[config.mk]
export PLATFORM = sky130hd
export DESIGN_NAME = vtMux
export DESIGN_NICKNAME = d
export VERILOG_FILES = /design/src/logic/vtPkg.sv /design/src/logic/byteRouter.sv /design/src/logic/commandArbiter.sv /design/src/logic/escParser.sv /design/src/logic/vtMux.sv
export VERILOG_INCLUDE_DIRS = /design/src /design/src/logic
export SDC_FILE = /design/constraint.sdc
export NUM_CORES = 1
export LEC_CHECK = 0
export BUFFER_PORTS_ARGS = -buffer_cell sky130_fd_sc_hd__buf_2
export CORE_AREA = 2 2 201 243
export DETAILED_ROUTE_END_ITERATION = 10
export DIE_AREA = 0 0 203 245
export GPL_TIMING_DRIVEN = 0
export PLACE_DENSITY_LB_ADDON = 0.2
export SLEW_MARGIN = 20
export SYNTH_ARGS = -nofsm -noshare
export SYNTH_HDL_FRONTEND = slang
export SYNTH_SLANG_ARGS = --single-unit
[constraint.sdc]
create_clock -name clk -period 15.6 [get_ports clk]
set_input_delay 2.34 -clock clk [delete_from_list [all_inputs] [get_ports clk]]
set_output_delay 2.34 -clock clk [all_outputs]
set_load 0.03 [all_outputs]
[src/logic/vt_macros.svh]
`ifndef VT_MACROS_SVH
`define VT_MACROS_SVH

// number of independent sessions, one parser each
`define VT_LANES 4

// bits needed to name a lane
`define VT_LANE_BITS 2

// screen height, default bottom margin for DECSTBM
`define CONSOLE_LINES 24

// escape introducer
`define VT_ESC 8'h1b

`endif

[src/logic/vtPkg.sv]
`include "vt_macros.svh"

package vtPkg;

	typedef logic [7:0] byte_t;                      // raw host character
	typedef logic [`VT_LANE_BITS-1:0] laneId_t;      // session number
	typedef logic [7:0] paramVal_t;                  // numeric parameter, wraps mod 256

	// decoded commands
	typedef enum logic [4:0] {
		INPUT,       // printable char in pn1
		IND,
		NEL,
		RI,
		DECSC,
		DECRC,
		SS2,
		SS3,
		LOAD_SGR,    // first digit after CSI
		CUP,
		DECSTBM,
		ED,
		EL,
		SGR0,
		CUU,
		CUD,
		CUF,
		CUB,
		DCH,
		IL,
		DL,
		SGR,
		EMIT_SGR,    // parameter closed by ';'
		SETMODE,
		RESETMODE,
		SCS0,        // G0 charset select
		SCS1         // G1 charset select
	} cmd_t;

	// escape DFA states
	typedef enum logic [3:0] {
		START,
		ESC,
		CSI,
		DEL1,
		DEL2,
		PN1,
		PN2,
		PNS,
		QUES,
		QPN1,
		SHARP,
		LBRACKET,
		RBRACKET
	} parseState_t;

endpackage

[src/logic/byteRouter.sv]
`timescale 1ns/1ps
`include "vt_macros.svh"

module byteRouter (
	input  logic                 clk,
	input  logic                 rst,
	input  logic                 inReq,
	input  vtPkg::laneId_t       inLane,
	input  vtPkg::byte_t         inByte,
	output logic                 inAck,
	input  logic [`VT_LANES-1:0] slotBusy,
	output logic [`VT_LANES-1:0] byteValid,
	output vtPkg::byte_t         byteOut
);

	typedef enum logic [1:0] {
		IDLE,
		DELIVER,
		WAITLOW
	} routeState_t;

	routeState_t state;
	logic        accept;

	// new request for a lane whose command slot is empty
	assign accept = (state == IDLE) && inReq && !slotBusy[inLane];

	always_ff @(posedge clk or posedge rst)
	begin
		if (rst)
		begin
			state     <= IDLE;
			byteValid <= '0;
			inAck     <= 1'b0;
		end
		else
		begin
			case (state)
				IDLE:
					if (accept)
					begin
						byteValid[inLane] <= 1'b1;   // single-cycle pulse
						state             <= DELIVER;
					end
				DELIVER:
				begin
					byteValid <= '0;
					inAck     <= 1'b1;               // byte is with the parser now
					state     <= WAITLOW;
				end
				WAITLOW:
					if (!inReq)
					begin
						inAck <= 1'b0;
						state <= IDLE;
					end
				default:
					state <= IDLE;
			endcase
		end
	end

	always_ff @(posedge clk)
	begin
		if (accept)
			byteOut <= inByte;   // shared by all lanes
	end

endmodule

[src/logic/commandArbiter.sv]
`timescale 1ns/1ps
`include "vt_macros.svh"

module commandArbiter (
	input  logic                 clk,
	input  logic                 rst,
	input  logic [`VT_LANES-1:0] cmdStrobe,
	input  vtPkg::cmd_t          cmd [`VT_LANES],
	input  vtPkg::paramVal_t     pn1 [`VT_LANES],
	input  vtPkg::paramVal_t     pn2 [`VT_LANES],
	input  vtPkg::paramVal_t     pns [`VT_LANES],
	output logic [`VT_LANES-1:0] slotBusy,
	output logic                 outReq,
	input  logic                 outAck,
	output vtPkg::laneId_t       outLane,
	output vtPkg::cmd_t          outCmd,
	output vtPkg::paramVal_t     outPn1,
	output vtPkg::paramVal_t     outPn2,
	output vtPkg::paramVal_t     outPns
);

	import vtPkg::*;

	typedef enum logic [1:0] {
		IDLE,
		REQ,
		RELEASE
	} outState_t;

	outState_t oState;
	laneId_t   lastLane;        // lane served most recently
	laneId_t   pickLane;
	logic      pickValid;
	logic      launch;
	logic      freeSlot;
	cmd_t      slotCmd [`VT_LANES];
	paramVal_t slotPn1 [`VT_LANES];
	paramVal_t slotPn2 [`VT_LANES];
	paramVal_t slotPns [`VT_LANES];

	assign launch   = (oState == IDLE) && pickValid;
	assign freeSlot = (oState == REQ) && outAck;

	// first busy slot after lastLane
	always_comb
	begin
		pickValid = 1'b0;
		pickLane  = lastLane;
		for (int k = 1; k <= `VT_LANES; k++)
		begin
			if (!pickValid && slotBusy[(int'(lastLane) + k) % `VT_LANES])
			begin
				pickValid = 1'b1;
				pickLane  = laneId_t'((int'(lastLane) + k) % `VT_LANES);
			end
		end
	end

	always_ff @(posedge clk or posedge rst)
	begin
		if (rst)
			slotBusy <= '0;
		else
		begin
			if (freeSlot)
				slotBusy[outLane] <= 1'b0;
			for (int i = 0; i < `VT_LANES; i++)
			begin
				if (cmdStrobe[i])
					slotBusy[i] <= 1'b1;
			end
		end
	end

	always_ff @(posedge clk)
	begin
		for (int i = 0; i < `VT_LANES; i++)
		begin
			if (cmdStrobe[i])
			begin
				slotCmd[i] <= cmd[i];
				slotPn1[i] <= pn1[i];
				slotPn2[i] <= pn2[i];
				slotPns[i] <= pns[i];
			end
		end
	end

	// four-phase master
	always_ff @(posedge clk or posedge rst)
	begin
		if (rst)
		begin
			oState   <= IDLE;
			outReq   <= 1'b0;
			lastLane <= laneId_t'(`VT_LANES - 1);   // lane 0 goes first
		end
		else
		begin
			case (oState)
				IDLE:
					if (launch)
					begin
						outReq <= 1'b1;
						oState <= REQ;
					end
				REQ:
					if (outAck)
					begin
						outReq   <= 1'b0;
						lastLane <= outLane;
						oState   <= RELEASE;
					end
				RELEASE:
					if (!outAck)
						oState <= IDLE;
				default:
					oState <= IDLE;
			endcase
		end
	end

	// fields stay put for the whole transfer
	always_ff @(posedge clk)
	begin
		if (launch)
		begin
			outLane <= pickLane;
			outCmd  <= slotCmd[pickLane];
			outPn1  <= slotPn1[pickLane];
			outPn2  <= slotPn2[pickLane];
			outPns  <= slotPns[pickLane];
		end
	end

endmodule

[src/logic/escParser.sv]
`timescale 1ns/1ps
`include "vt_macros.svh"

module escParser (
	input  logic             clk,
	input  logic             rst,
	input  logic             byteValid,
	input  vtPkg::byte_t     data,
	output logic             cmdStrobe,
	output vtPkg::cmd_t      cmd,
	output vtPkg::paramVal_t pn1,
	output vtPkg::paramVal_t pn2,
	output vtPkg::paramVal_t pns
);

	import vtPkg::*;

	parseState_t state;
	paramVal_t   acc1;      // running parameters
	paramVal_t   acc2;
	paramVal_t   accS;
	paramVal_t   nextP1;
	paramVal_t   nextP2;
	paramVal_t   nextPs;
	paramVal_t   digit;
	cmd_t        nextCmd;
	logic        fire;
	logic        isDigit;

	assign isDigit = (data >= 8'h30) && (data <= 8'h39);
	assign digit   = data - 8'h30;

	// state transitions, one per delivered byte
	always_ff @(posedge clk or posedge rst)
	begin
		if (rst)
			state <= START;
		else if (byteValid)
		begin
			case (state)
				START:
					state <= (data == `VT_ESC) ? ESC : START;
				ESC:
					case (data)
						8'h5b:   state <= CSI;         // [
						8'h28:   state <= LBRACKET;    // (
						8'h29:   state <= RBRACKET;    // )
						8'h23:   state <= SHARP;       // #
						default: state <= START;
					endcase
				CSI:
					if (isDigit)
						state <= PN1;
					else if (data == 8'h3f)            // ?
						state <= QUES;
					else
						state <= START;
				DEL1:
					state <= isDigit ? PN2 : START;
				DEL2:
					state <= isDigit ? PNS : START;
				PN1:
					if (isDigit)
						state <= PN1;
					else if (data == 8'h3b)
						state <= DEL1;
					else
						state <= START;
				PN2:
					if (isDigit)
						state <= PN2;
					else if (data == 8'h3b)
						state <= DEL2;
					else
						state <= START;
				PNS:
					if (isDigit)
						state <= PNS;
					else if (data == 8'h3b)
						state <= DEL2;
					else
						state <= START;
				QUES:
					state <= isDigit ? QPN1 : START;
				QPN1:
					state <= isDigit ? QPN1 : START;
				default:
					state <= START;      // SHARP and charset selects end here
			endcase
		end
	end

	// command decode and parameter update for the current byte
	always_comb
	begin
		fire    = 1'b0;
		nextCmd = INPUT;
		nextP1  = acc1;
		nextP2  = acc2;
		nextPs  = accS;
		case (state)
			START:
				if (data != `VT_ESC)
				begin
					fire   = 1'b1;
					nextP1 = data;         // plain character
				end
			ESC:
			begin
				fire = 1'b1;
				case (data)
					8'h44:   nextCmd = IND;     // D
					8'h45:   nextCmd = NEL;     // E
					8'h4d:   nextCmd = RI;      // M
					8'h37:   nextCmd = DECSC;   // 7
					8'h38:   nextCmd = DECRC;   // 8
					8'h4e:   nextCmd = SS2;     // N
					8'h30:   nextCmd = SS3;     // 0
					default: fire = 1'b0;
				endcase
			end
			CSI:
			begin
				fire = 1'b1;
				if (isDigit)
				begin
					nextCmd = LOAD_SGR;
					nextP1  = digit;
				end
				else
				begin
					case (data)
						8'h48, 8'h66:              // H, f
						begin
							nextCmd = CUP;
							nextP1  = 8'd1;
							nextP2  = 8'd1;
						end
						8'h72:                     // r
						begin
							nextCmd = DECSTBM;
							nextP1  = 8'd1;
							nextP2  = paramVal_t'(`CONSOLE_LINES);
						end
						8'h4a:                     // J
						begin
							nextCmd = ED;
							nextP1  = 8'd0;
						end
						8'h4b:                     // K
						begin
							nextCmd = EL;
							nextP1  = 8'd0;
						end
						8'h6d:   nextCmd = SGR0;   // m
						default: fire = 1'b0;
					endcase
				end
			end
			DEL1:
				if (isDigit)
					nextP2 = digit;
			DEL2:
				if (isDigit)
					nextPs = digit;
			QUES:
				if (isDigit)
					nextP1 = digit;
			PN1:
				if (isDigit)
					nextP1 = acc1 * 8'd10 + digit;
				else
				begin
					fire = 1'b1;
					case (data)
						8'h41:   nextCmd = CUU;
						8'h42:   nextCmd = CUD;
						8'h43:   nextCmd = CUF;
						8'h44:   nextCmd = CUB;
						8'h4a:   nextCmd = ED;
						8'h4b:   nextCmd = EL;
						8'h50:   nextCmd = DCH;
						8'h4c:   nextCmd = IL;
						8'h4d:   nextCmd = DL;
						8'h6d:   nextCmd = SGR;
						8'h3b:
						begin
							nextCmd = EMIT_SGR;
							nextPs  = acc1;
						end
						default: fire = 1'b0;
					endcase
				end
			PN2:
				if (isDigit)
					nextP2 = acc2 * 8'd10 + digit;
				else
				begin
					fire = 1'b1;
					case (data)
						8'h48, 8'h66: nextCmd = CUP;
						8'h72:        nextCmd = DECSTBM;
						8'h6d:        nextCmd = SGR;
						8'h3b:
						begin
							nextCmd = EMIT_SGR;
							nextPs  = acc2;
						end
						default:      fire = 1'b0;
					endcase
				end
			PNS:
				if (isDigit)
					nextPs = accS * 8'd10 + digit;
				else
				begin
					fire = 1'b1;
					case (data)
						8'h3b:   nextCmd = EMIT_SGR;
						8'h6d:   nextCmd = SGR;
						default: fire = 1'b0;
					endcase
				end
			QPN1:
				if (isDigit)
					nextP1 = acc1 * 8'd10 + digit;
				else
				begin
					fire = 1'b1;
					case (data)
						8'h68:   nextCmd = SETMODE;     // h
						8'h6c:   nextCmd = RESETMODE;   // l
						default: fire = 1'b0;
					endcase
				end
			LBRACKET, RBRACKET:
				case (data)
					8'h41, 8'h42, 8'h30, 8'h31, 8'h32:
					begin
						fire    = 1'b1;
						nextCmd = (state == LBRACKET) ? SCS0 : SCS1;
						nextP1  = data;            // charset designator
					end
					default: fire = 1'b0;
				endcase
			default:
				fire = 1'b0;
		endcase
	end

	always_ff @(posedge clk or posedge rst)
	begin
		if (rst)
			cmdStrobe <= 1'b0;
		else
			cmdStrobe <= byteValid && fire;
	end

	// outputs only move on a strobe
	always_ff @(posedge clk or posedge rst)
	begin
		if (rst)
		begin
			acc1 <= '0;
			acc2 <= '0;
			accS <= '0;
			cmd  <= INPUT;
			pn1  <= '0;
			pn2  <= '0;
			pns  <= '0;
		end
		else if (byteValid)
		begin
			acc1 <= nextP1;
			acc2 <= nextP2;
			accS <= nextPs;
			if (fire)
			begin
				cmd <= nextCmd;
				pn1 <= nextP1;
				pn2 <= nextP2;
				pns <= nextPs;
			end
		end
	end

endmodule

[src/logic/vtMux.sv]
`timescale 1ns/1ps
`include "vt_macros.svh"

module vtMux (
	input  logic             clk,
	input  logic             rst,
	input  logic             inReq,
	input  vtPkg::laneId_t   inLane,
	input  vtPkg::byte_t     inByte,
	output logic             inAck,
	output logic             outReq,
	input  logic             outAck,
	output vtPkg::laneId_t   outLane,
	output vtPkg::cmd_t      outCmd,
	output vtPkg::paramVal_t outPn1,
	output vtPkg::paramVal_t outPn2,
	output vtPkg::paramVal_t outPns
);

	import vtPkg::*;

	logic [`VT_LANES-1:0] byteValid;
	logic [`VT_LANES-1:0] slotBusy;
	logic [`VT_LANES-1:0] cmdStrobe;
	byte_t                byteOut;
	cmd_t                 laneCmd [`VT_LANES];
	paramVal_t            lanePn1 [`VT_LANES];
	paramVal_t            lanePn2 [`VT_LANES];
	paramVal_t            lanePns [`VT_LANES];

	byteRouter router (
		.clk(clk),
		.rst(rst),
		.inReq(inReq),
		.inLane(inLane),
		.inByte(inByte),
		.inAck(inAck),
		.slotBusy(slotBusy),
		.byteValid(byteValid),
		.byteOut(byteOut)
	);

	// one parser per session
	for (genvar g = 0; g < `VT_LANES; g++)
	begin : genLane
		escParser parser (
			.clk(clk),
			.rst(rst),
			.byteValid(byteValid[g]),
			.data(byteOut),
			.cmdStrobe(cmdStrobe[g]),
			.cmd(laneCmd[g]),
			.pn1(lanePn1[g]),
			.pn2(lanePn2[g]),
			.pns(lanePns[g])
		);
	end

	commandArbiter arbiter (
		.clk(clk),
		.rst(rst),
		.cmdStrobe(cmdStrobe),
		.cmd(laneCmd),
		.pn1(lanePn1),
		.pn2(lanePn2),
		.pns(lanePns),
		.slotBusy(slotBusy),
		.outReq(outReq),
		.outAck(outAck),
		.outLane(outLane),
		.outCmd(outCmd),
		.outPn1(outPn1),
		.outPn2(outPn2),
		.outPns(outPns)
	);

endmodule

Word-level counts from Yosys, hierarchy flattened. Memory sizes are Yosys's and may differ from the RTL's. A register that Yosys moved wholly into a read port is not among the register bits. Cells that the tools add are included.

Bits in registers: 258. Bits in writable memories: 116. Output and inout port bits: 33. Logic and storage cells: 433. Memories kept: 4.

$add $sub $neg: 17. Multipliers: 12. Magnitude comparators: 10. Equal/unequal tests: 83. Muxes and demuxes: 185. Bitwise operators: 7. Reductions and logical operators: 67.

Memory list: arbiter.slotPn1 (words 4, bits a word 8, read ports 1, clocked after Yosys merged registers in 1, write ports 4, RTL line commandArbiter.sv:37) `` paramVal_t slotPn1 [`VT_LANES]; ``; arbiter.slotPn2 (words 4, bits a word 8, read ports 1, clocked after Yosys merged registers in 1, write ports 4, RTL line commandArbiter.sv:38) `` paramVal_t slotPn2 [`VT_LANES]; ``; arbiter.slotPns (words 4, bits a word 8, read ports 1, clocked after Yosys merged registers in 1, write ports 4, RTL line commandArbiter.sv:39) `` paramVal_t slotPns [`VT_LANES]; ``; arbiter.slotCmd (words 4, bits a word 5, read ports 1, clocked after Yosys merged registers in 1, write ports 4, RTL line commandArbiter.sv:36) `` cmd_t slotCmd [`VT_LANES]; ``.

Operators by type and width (number): 8-bit two-way mux (56); 8-bit one-hot mux with 5 select lines (4); 8-bit by 7-bit equality test with 1-bit output (second input constant) (18); 4-bit one-hot mux with 9 select lines (4); 5-bit one-hot mux with 7 select lines (4); 8-bit one-hot mux with 2 select lines (8); 8-bit one-hot mux with 4 select lines (4); 8-bit adder (12); 8-bit by 3-bit multiplier with 7-bit output (second input constant) (12); 8-bit one-hot mux with 3 select lines (4); 8-bit by 6-bit equality test with 1-bit output (second input constant) (10); 4-bit by 3-bit equality test with 1-bit output (second input constant) (16); 4-bit equality test (second input constant) (16); 5-bit one-hot mux with 11 select lines (1); 1-bit two-way mux (44); 5-bit two-way mux (8); 2-bit OR reduction (20); 4-bit two-way mux (9); 4-bit by 2-bit equality test with 1-bit output (second input constant) (8); 1-bit one-hot mux with 8 select lines (4); 2-bit two-way mux (14); 3-bit one-hot mux with 7 select lines (1); 4-bit one-hot mux with 5 select lines (1); 5-bit one-hot mux with 2 select lines (2); 39 further kinds (101).

Logic depth before layout (Yosys ltp). Gate-level depths: netlist (run 1).

Depth in word-level cells: 19. Depth in mapped cells: 13. Depth with buffers taken out: 11.

By module. From an unflattened synthesis (run 1), not the netlist that was laid out.

Cells, all modules: 2998. Area, all modules: 28750.1 sq um.

Modules (own cells, without submodules): escParser at genLane[1].parser ... (instances 2, cells each 654, area each 5471.5 sq um, seq. area each 1451.4 sq um); escParser at genLane[3].parser (instances 1, cells each 674, area each 5909.4 sq um, seq. area each 1451.4 sq um); commandArbiter (instances 1, cells each 292, area each 5814.3 sq um, seq. area each 4642.0 sq um); escParser at genLane[0].parser (instances 1, cells each 690, area each 5520.3 sq um, seq. area each 1451.4 sq um); byteRouter (instances 1, cells each 34, area each 563.0 sq um, seq. area each 415.4 sq um).

Least setup slack after synthesis (run 1). Ideal clock, no wire load.

Kind: input port to flip-flop. Start point: input port inLane[0]. End point: register router.byteOut[0] (enable). Setup time: 0.383 ns. Arrival: 3.478 ns. Path slack: 11.739 ns. Stages: 2. Buffers on the path: 0. Cells stage by stage: mux4_2 nor3_1.

Longest elaborated chain between the ends: 4.

Ends and longest elaborated chain: start: declaration (RTL line vtMux.sv:8) `input vtPkg::laneId_t inLane,`; 1-bit binary-select mux with 2-bit select (RTL line byteRouter.sv:26) `assign accept = (state == IDLE) && inReq && !slotBusy[inLane];`; 1-bit two-way mux (not written as such) (RTL line byteRouter.sv:26); 1-bit zero test (RTL line byteRouter.sv:26); 1-bit logical AND (RTL line byteRouter.sv:26); via router.accept (RTL line byteRouter.sv:23) `logic accept;`; end signal: assignment (RTL line byteRouter.sv:66) `byteOut <= inByte;`; end: declaration (RTL line byteRouter.sv:13) `output vtPkg::byte_t byteOut`.

The timed path passes the listed nets, and every way through them passes these cells. The select of a mux whose other input is x is not followed. A chain may end at the register's enable or synchronous reset.

Worst setup path after layout (run 1).
Start point: register router.byteOut[5]. End point: register genLane[1].parser.accS[3].

Longest elaborated chain between the ends: 4.

Ends and longest elaborated chain: 8-bit by 6-bit >= comparator with 1-bit output (tied with other cells) (RTL line escParser.sv:30) `assign isDigit = (data >= 8'h30) && (data <= 8'h39);`; 1-bit logical AND (tied with other cells) (RTL line escParser.sv:30); 8-bit two-way mux (on tied branches); 8-bit one-hot mux with 4 select lines * (RTL line escParser.sv:101) `case (state)`; end signal: assignment (RTL line escParser.sv:276) `accS <= nextPs;`; end: declaration (RTL line escParser.sv:21) `paramVal_t accS;`.

Every way passes the cells marked *; elsewhere a longest branch is shown, timed or not.

==> tab_implementation.tex, run 1 <==
\begin{tabular}{lr}
\hline
Metric & Value \\
\hline
\multicolumn{2}{l}{\textbf{Cells and area}} \\
\quad Post-layout nets & about 2,900 \\
\quad Post-synthesis to final-layout area growth & 10.9\% \\
\quad Share of final-layout standard cells stronger than drive strength 1 & between 10\% and 20\% \\
\multicolumn{2}{l}{\textbf{Synthesis}} \\
\quad Avg Cell Area, Syn & approximately 10 sq um \\
\quad Sequential fraction of the synthesis area & between 40\% and 50\% \\
\quad Post-synthesis cell area & between 20,000 and 30,000 sq um \\
\quad Synth area leader & dfrtp\_1 \\
\quad Proportion of netlist area held by the largest area contributor & 23.8\% \\
\quad Primary flip-flop cell chosen by synthesis mapping & dfrtp\_1 \\
\quad Syn Nets & around 2,800 \\
\quad Number of distinct library cell variants in the gate-level netlist after synthesis & around 100 \\
\quad Cell count after synthesis & $\sim$2,600 \\
\quad Dominant cells by area after synthesis & dfrtp\_1, edfxtp\_1, ha\_1, a21oi\_1, o21ai\_0 \\
\quad Number of enable-type register cells in the synthesized netlist & $\sim$160 \\
\quad Count of synthesis-stage warnings from yosys & 0 \\
\quad Register bit total from synthesis & 403 \\
\quad FFs w/ async S/R, synth & 61.5\% \\
\multicolumn{2}{l}{\textbf{Worst hold path}} \\
\quad Hold Crit Class & flip-flop to flip-flop \\
\quad Hold endpoint & arbiter.slotPn2[2][5] \\
\quad Worst Min Path Start & genLane[2].parser.pn2[5] \\
\quad Number of cells traversed by the worst hold path & 0 \\
\multicolumn{2}{l}{\textbf{Drt}} \\
\quad First-pass detailed-route iteration total & 10 \\
\quad Total wire length & approximately 120 mm \\
\quad Remaining number of nets flagged by the antenna check after routing & 0 \\
\quad Total number of vias & 24,548 \\
\quad DRC Markers & 0 \\
\quad Routed vias/inst & between 7 and 8 \\
\quad Average wire per cell in the routed design & about 36 microns \\
\quad Count of routing violations after the opening detailed-route iteration & 3,644 \\
\multicolumn{2}{l}{\textbf{Floorplanning}} \\
\quad Y dimension of the die & between 200 and 250 microns \\
\quad Area inside the core boundary & 47,500 sq um \\
\quad Die span in x & approximately 200 microns \\
\quad Area enclosed by the die boundary & 49,700 sq um \\
\quad Starting Density & around 54\% \\
\quad Number of core rows & between 80 and 90 \\
\quad Count of pins on the block boundary & 47 \\
\multicolumn{2}{l}{\textbf{Power and ir drop}} \\
\quad Total power of the final layout & about 5.8 mW \\
\quad Leak Pwr & between 10 and 15 nW \\
\quad Pwr/cell area & between 200 and 250 nW/um\^{}2 \\
\quad IR Drop Worst-Case VDD & between 200 and 250 uV \\
\multicolumn{2}{l}{\textbf{Timing}} \\
\quad Final cycle utilization of the critical path & roughly 35\% \\
\quad Fmax achieved & 181 MHz \\
\quad RSZ-0062 raised after global routing & false \\
\quad Setup violations, final & 0 \\
\quad Largest clock skew in the final design & approximately 0.017 ns \\
\quad Max-slew violations & 0 \\
\quad Slew @ Worst Pin & between 1 and 1.5 ns \\
\quad Headroom to the max-slew limit & between 7 and 8\% \\
\quad Final worst path period need & $\sim$5.5 ns \\
\quad Final Hold Viols & 0 \\
\quad Setup TNS Final & 0 ns \\
\multicolumn{2}{l}{\textbf{Worst setup path}} \\
\quad Beginning of the worst register-to-register path & router.byteOut[5] \\
\quad Arrival time reported for the critical path endpoint & slightly above 6 ns \\
\quad Endpoint kind of the worst setup timing path & flip-flop \\
\quad Endpoint required time on the critical path & 16.13 ns \\
\quad Reg2Reg Depth & 10 \\
\quad Highest net fanout along the worst path & 10 \\
\quad Destination of the worst register-to-register timing path & genLane[1].parser.accS[3] \\
\quad Setup slack of the most critical reg-to-reg path & between 10 and 15 ns \\
\quad Path type of the worst setup path & flip-flop to flip-flop \\
\quad Type of element launching the critical path & flip-flop \\
\multicolumn{2}{l}{\textbf{CTS}} \\
\quad Worst skew pair latency & around 0.6 ns \\
\quad Count of buffers added by post-CTS timing repair for setup & 0 \\
\quad Inserted Clock Buffers & 42 \\
\quad H-tree depth & 2 \\
\quad Clock tree from TritonCTS & yes \\
\quad Clock root buffer & clkbuf\_16 \\
\quad Clock tree sinks & roughly 400 \\
\quad Clock transition time at the flip-flop clock pins of the worst setup and hold paths & roughly 0.070 ns \\
\quad Hold-fix buffer count after cts & 0 \\
\quad Buffers from clock root to sink, at most & 3 \\
\quad Resized cells post-CTS & 0 \\
\multicolumn{2}{l}{\textbf{Placement}} \\
\quad Routability-driven placement congestion ratio & roughly 1.1 \\
\quad Number of input and output port buffers inserted & 46 \\
\quad Post-DP HPWL & $\sim$89 mm \\
\multicolumn{2}{l}{\textbf{Global route}} \\
\quad Largest net degree at the start of global routing & 102 \\
\quad Vias in the first global route & about 24,000 \\
\quad Overall overflow remaining after global route & 0 \\
\quad Wire length of the first global-routing pass & about 170 mm \\
\quad Number of antenna violations at the first check in global routing & 14 \\
\quad Combined global-route utilization of all metal layers & about half \\
\multicolumn{2}{l}{\textbf{Status}} \\
\quad Status & completed \\
\multicolumn{2}{l}{\textbf{Job}} \\
\quad Max-cap violation count & 0 \\
\hline
\end{tabular}
how the worst max path moves through the flow:
stage                            from                         to  slack (ns)
floorplan                         rst          arbiter.oState[0]        6.45
global placement                  rst  genLane[0].parser.accS[2]        3.30
detailed placement  router.byteOut[4]  genLane[1].parser.acc1[3]       10.51
CTS                 router.byteOut[4]  genLane[1].parser.acc1[3]       10.49
global route        router.byteOut[4]  genLane[1].parser.acc1[3]       10.27
finish              router.byteOut[5]  genLane[1].parser.accS[3]       10.07
per-layer routing:
metal	global-route usage [%]	wire [microns]
met4	40.2	12400
met1	59.5	42900
met3	13.9	14300
met2	71.8	51800
met5	0	57
through the flow:
stage	instance area [sq um]	setup slack [ns]	util (%)	cells	hold slack [ns]
2_1_floorplan	25800	6.45	-	2580	0.418
3_5_place_dp	27200	10.51	57.4	3275	0.432
6_report	28700	10.07	60.4	3361	0.448
3_3_place_gp	26800	3.30	56.6	3256	0.427
5_1_grt	28600	10.27	60.3	3353	0.452
4_1_cts	28600	10.49	60.3	3352	0.446
logic make-up after synthesis:
kind of cell / Yosys count / synth area share (%)
buf+inv: 229 / 3.65
flops: 403 / 42.1
xor+xnor: 125 / 4.40
simple gates: 638 / 11.8
mux: 100 / 5.61
compound gates: 901 / 22.9
fa+ha+maj: 184 / 9.61
cells in the mapped netlist (17+ instances only):
library cell	number
a21oi_1	241
xnor2_1	92
nand2_1	240
inv_1	62
nand2b_1	22
buf_2	32
ha_1	160
clkbuf_1	99
o21a_1	17
mux2_2	46
mux4_2	30
a221oi_1	27
nand3_1	37
o22ai_1	52
o21bai_1	27
o21ai_0	201
a211oi_1	17
buf_1	19
fa_1	24
nor3_1	29
a222oi_1	17
a21o_1	51
a31oi_1	18
a22oi_1	45
xor2_1	30
edfxtp_1	155
nor2_1	176
nor2b_1	30
dfrtp_1	246
o211ai_1	29
critical path, cell delays in order (launching register included):
cell      delay [ns]
edfxtp_1        1.02
ha_1            0.30
buf_4           0.20
or3b_1          0.41
buf_4           0.24
nor2_8          0.40
buf_2           0.58
clkbuf_1        0.97
o21ai_0         0.23
a21oi_1         0.80
mux2_2          0.31
layout make-up:
cell class              instances  area [sq um]
flip-flops and latches        403         10900
repair buffers                 65           514
diodes                          9          22.5
fillers                      3942         18800
clock inverters                20           250
multi-input cells            1948         14100
plain buffers                 162           709
inverters                      67           259
clock buffers                  57          1160
well taps                     630           788
power breakdown:
part	internal, mW	leakage [nW]	switching [mW]
combinational	1.13	6.28	1.70
clock	0.596	0.665	0.478
sequential	1.52	4.50	0.422
state kept, by name, summed over array words and instances (netlist names), 16 cells and up:
signal / flops
arbiter.slotPns: 32
arbiter.slotPn1: 32
arbiter.slotPn2: 32
genLane.parser.acc1: 32
genLane.parser.cmd: 20
genLane.parser.pn1: 32
arbiter.slotCmd: 20
genLane.parser.state: 16
genLane.parser.accS: 32
genLane.parser.pn2: 32
genLane.parser.acc2: 32
genLane.parser.pns: 32
placed cells by master (no fill, tap or decap), drive strengths merged, types with 92 or more instances in the layout:
cell / instances
a21oi: 243
buf: 125
clkbuf: 159
dfrtp: 246
edfxtp: 155
ha: 160
nand2: 240
nor2: 177
o21ai: 209
xnor2: 92
Note: power is estimated with default switching activity, not from simulation.
==> inputs of run 2 (changes only) <==
--- a/config.mk
+++ b/config.mk
@@ -6,10 +6,11 @@
 export SDC_FILE = /design/constraint.sdc
 export NUM_CORES = 1
 export LEC_CHECK = 0
+export ABC_AREA = 1
 export BUFFER_PORTS_ARGS = -buffer_cell sky130_fd_sc_hd__buf_2
-export CORE_AREA = 2 2 201 243
+export CORE_AREA = 2 2 208 251
 export DETAILED_ROUTE_END_ITERATION = 10
-export DIE_AREA = 0 0 203 245
+export DIE_AREA = 0 0 210 253
 export GPL_TIMING_DRIVEN = 0
 export PLACE_DENSITY_LB_ADDON = 0.2
 export SLEW_MARGIN = 20
==> constraint.sdc (replaced) <==
create_clock -name clk -period 5.7 [get_ports clk]
set_input_delay 0.855 -clock clk [delete_from_list [all_inputs] [get_ports clk]]
set_output_delay 0.855 -clock clk [all_outputs]
set_load 0.03 [all_outputs]
==> tab_implementation.tex, run 2 <==
\begin{tabular}{lr}
\hline
Metric & Value \\
\hline
\multicolumn{2}{l}{\textbf{Status}} \\
\quad Status & completed \\
\multicolumn{2}{l}{\textbf{Timing}} \\
\quad Setup ws final & between 0.8 and 0.9 ns \\
\quad Max-slew violations & 0 \\
\quad Largest clock skew in the final design & 0.0464 ns \\
\quad Final Hold Viols & 0 \\
\quad RSZ-0062 raised after global routing & false \\
\quad Setup TNS Final & 0 ns \\
\quad Headroom to the max-slew limit & about 11\% \\
\quad Setup violations, final & 0 \\
\quad Fmax achieved & slightly above 200 MHz \\
\quad Final worst path period need & 4.90 ns \\
\quad Final cycle utilization of the critical path & between 80\% and 90\% \\
\quad Slew @ Worst Pin & 1.32 ns \\
\quad Final hold slack & between 0.3 and 0.4 ns \\
\multicolumn{2}{l}{\textbf{Drt}} \\
\quad Count of routing violations after the opening detailed-route iteration & between 3,000 and 4,000 \\
\quad Total number of vias & 28,167 \\
\quad Average wire per cell in the routed design & 27.0 microns \\
\quad DRC Markers & 0 \\
\quad Total wire length & 122 mm \\
\quad Remaining number of nets flagged by the antenna check after routing & 0 \\
\quad First-pass detailed-route iteration total & 6 \\
\quad Routed vias/inst & $\sim$6.3 \\
\multicolumn{2}{l}{\textbf{Worst setup path}} \\
\quad Destination of the worst register-to-register timing path & genLane[0].parser.acc1[2] \\
\quad Endpoint kind of the worst setup timing path & flip-flop \\
\quad Reg2Reg Depth & 13 \\
\quad Path type of the worst setup path & flip-flop to flip-flop \\
\quad Type of element launching the critical path & flip-flop \\
\quad Highest net fanout along the worst path & 13 \\
\quad Endpoint required time on the critical path & slightly above 6 ns \\
\quad Setup slack of the most critical reg-to-reg path & 0.80 ns \\
\quad Arrival time reported for the critical path endpoint & between 5 and 6 ns \\
\quad Beginning of the worst register-to-register path & router.byteOut[3] \\
\multicolumn{2}{l}{\textbf{Synthesis}} \\
\quad Simple-Gate Fraction of Synth Area & approximately 29\% \\
\quad Proportion of netlist area held by the largest area contributor & between 20 and 25\% \\
\quad Number of enable-type register cells in the synthesized netlist & 155 \\
\quad Register bit total from synthesis & approximately 400 \\
\quad Share of the synthesized area in compound gates (AO/OA/AOI/OAI) & between 10 and 15\% \\
\quad Cell count after synthesis & 3,711 \\
\quad Primary flip-flop cell chosen by synthesis mapping & dfrtp\_1 \\
\quad FFs w/ async S/R, synth & between 60\% and 70\% \\
\quad Number of distinct library cell variants in the gate-level netlist after synthesis & roughly 50 \\
\quad Syn Nets & between 3,000 and 4,000 \\
\quad Count of synthesis-stage warnings from yosys & 0 \\
\quad Post-synthesis cell area & 27,500 sq um \\
\quad Multiplexer share of the synthesized area & 0\% \\
\quad Largest family of logic cells by synthesized area & simple AND/OR/NAND/NOR gates \\
\quad Sequential fraction of the synthesis area & 39.5\% \\
\quad Commonest cells in the synthesized netlist & nand2\_1, inv\_1, o21ai\_0 \\
\quad Most instantiated library cell after synthesis & nand2\_1 \\
\quad Fraction of the mapped netlist area in adder cells & roughly 9\% \\
\quad Dominant cells by area after synthesis & dfrtp\_1, nand2\_1, edfxtp\_1, ha\_1, o21ai\_0 \\
\quad Xor/xnor share of the synthesized area & $\sim$1.5\% \\
\quad Synth area leader & dfrtp\_1 \\
\quad Avg Cell Area, Syn & 7.42 sq um \\
\multicolumn{2}{l}{\textbf{Floorplanning}} \\
\quad Count of pins on the block boundary & 47 \\
\quad Starting Density & between 50\% and 60\% \\
\quad Area inside the core boundary & between 50,000 and 60,000 sq um \\
\quad Die span in x & around 210 microns \\
\quad Y dimension of the die & roughly 250 microns \\
\quad Area enclosed by the die boundary & $\sim$53,000 sq um \\
\quad Number of core rows & 91 \\
\multicolumn{2}{l}{\textbf{Cells and area}} \\
\quad Final std cells w/o fill & 4,506 \\
\quad Post-layout nets & 4,015 \\
\quad Finished layout cell area & approximately 30,000 sq um \\
\quad Seq. cell area & about 11,000 sq um \\
\quad Final Core Density & 59.8\% \\
\quad Commonest non-fill, non-tap cells in the layout & nand2\_1, inv\_1, o21ai\_0 \\
\quad Multi-input combinational cell area & approximately 15,000 sq um \\
\quad Share of final-layout standard cells stronger than drive strength 1 & under 10\% \\
\quad Final-layout fill cell count & $\sim$4,900 \\
\quad Most frequent standard cell in the layout excluding fill and tap cells & nand2\_1 \\
\quad Post-synthesis to final-layout area growth & 10.5\% \\
\multicolumn{2}{l}{\textbf{CTS}} \\
\quad Resized cells post-CTS & 0 \\
\quad Worst skew pair latency & 0.62 ns \\
\quad Clock transition time at the flip-flop clock pins of the worst setup and hold paths & 0.06 ns \\
\quad Count of buffers added by post-CTS timing repair for setup & 0 \\
\quad H-tree depth & 2 \\
\quad Inserted Clock Buffers & 42 \\
\quad Clock root buffer & clkbuf\_16 \\
\quad Hold-fix buffer count after cts & 0 \\
\quad Clock tree sinks & about 400 \\
\quad Buffers from clock root to sink, at most & 3 \\
\quad Clock tree from TritonCTS & yes \\
\multicolumn{2}{l}{\textbf{Global route}} \\
\quad Number of antenna violations at the first check in global routing & 5 \\
\quad Vias in the first global route & approximately 27,000 \\
\quad Wire length of the first global-routing pass & approximately 170 mm \\
\quad Combined global-route utilization of all metal layers & 45.7\% \\
\quad Largest net degree at the start of global routing & 35 \\
\quad Overall overflow remaining after global route & 0 \\
\multicolumn{2}{l}{\textbf{Job}} \\
\quad Max-cap violation count & 0 \\
\multicolumn{2}{l}{\textbf{Placement}} \\
\quad Total placed cells including tap cells & about 4,400 \\
\quad Routability-driven placement congestion ratio & approximately 1.1 \\
\quad Post-DP HPWL & approximately 92 mm \\
\quad Dpl ws & 1.22 ns \\
\quad Number of input and output port buffers inserted & 46 \\
\quad Total placed instance area & just under 30,000 sq um \\
\multicolumn{2}{l}{\textbf{Power and ir drop}} \\
\quad Total power of the final layout & 13.7 mW \\
\quad Pwr/cell area & around 450 nW/um\^{}2 \\
\quad IR Drop Worst-Case VDD & between 400 and 500 uV \\
\quad Leak Pwr & $\sim$15 nW \\
\multicolumn{2}{l}{\textbf{Worst hold path}} \\
\quad Hold Crit Class & input pin to async pin \\
\hline
\end{tabular}
## run 2: cell types whose count changed after synthesis, moves of 64 or more
cell / previous run / this run
nor2_1: 176 / 240
a21oi_1: 241 / 130
nand2_1: 240 / 1279
nand3_1: 37 / 275
inv_1: 62 / 357
o21ai_0: 201 / 282
o211ai_1: 29 / 112
xnor2_1: 92 / 17
## run 2: per-layer routing
metal  GRT usage (%)  share of wire [%]  up-vias
met5               0              0.041        -
met4            33.8                8.9        2
met3            14.1                 13      482
met2            68.1                 42     1786
met1            56.0                 37    13288
li1                -                  -    12609
## run 2: worst max path at each step
stage	from	to	slack (ns)
5_1_grt	router.byteOut[3]	genLane[0].parser.accS[2]	0.99
6_report	router.byteOut[3]	genLane[0].parser.acc1[2]	0.80
4_1_cts	router.byteOut[3]	genLane[0].parser.accS[2]	1.18
3_5_place_dp	router.byteOut[3]	genLane[0].parser.accS[2]	1.22
2_1_floorplan	rst	arbiter.oState[0]	1.59
3_3_place_gp	rst	genLane[0].parser.acc1[4]	-0.20
## run 2: cells by family after synthesis
logic type | count (synthesis)
and+or+nand+nor | 1924
AOI/OAI and AO/OA | 653
buffers and inverters | 501
DFF | 403
adders and majority gates | 184
xor gates and xnor gates | 46
## run 2: cell type report
type                       instances  share of cell area [%]
antenna                            4                  0.0329
buffer                           129                    2.14
clock buffer                      44                    3.51
clock inverter                    34                    1.60
inverter                         372                    4.60
multi-input combinational       2807                    48.1
sequential                       403                    35.7
tap                              651                    2.68
timing repair buffer              62                    1.58
## run 2: worst max-delay path, stage by stage, from the launching register on
cell and delay, ns:
edfxtp_1 1.14, buf_4 0.36, inv_2 0.16, nor2_1 0.18
nand2_1 0.16, nand3_2 0.17, nand2_1 0.16, buf_4 0.22
nor2_2 0.88, inv_2 0.47, nand3b_1 0.22, nand4_1 0.33
nand2_1 0.15, o21ai_0 0.10
## run 2: power breakdown
part / switching, mW / leakage (nW) / internal [mW]
Combinational: 3.94 / 9.71 / 1.76
Sequential: 0.834 / 4.77 / 3.98
Clock: 1.33 / 0.744 / 1.81
Total: 6.11 / 15.2 / 7.55
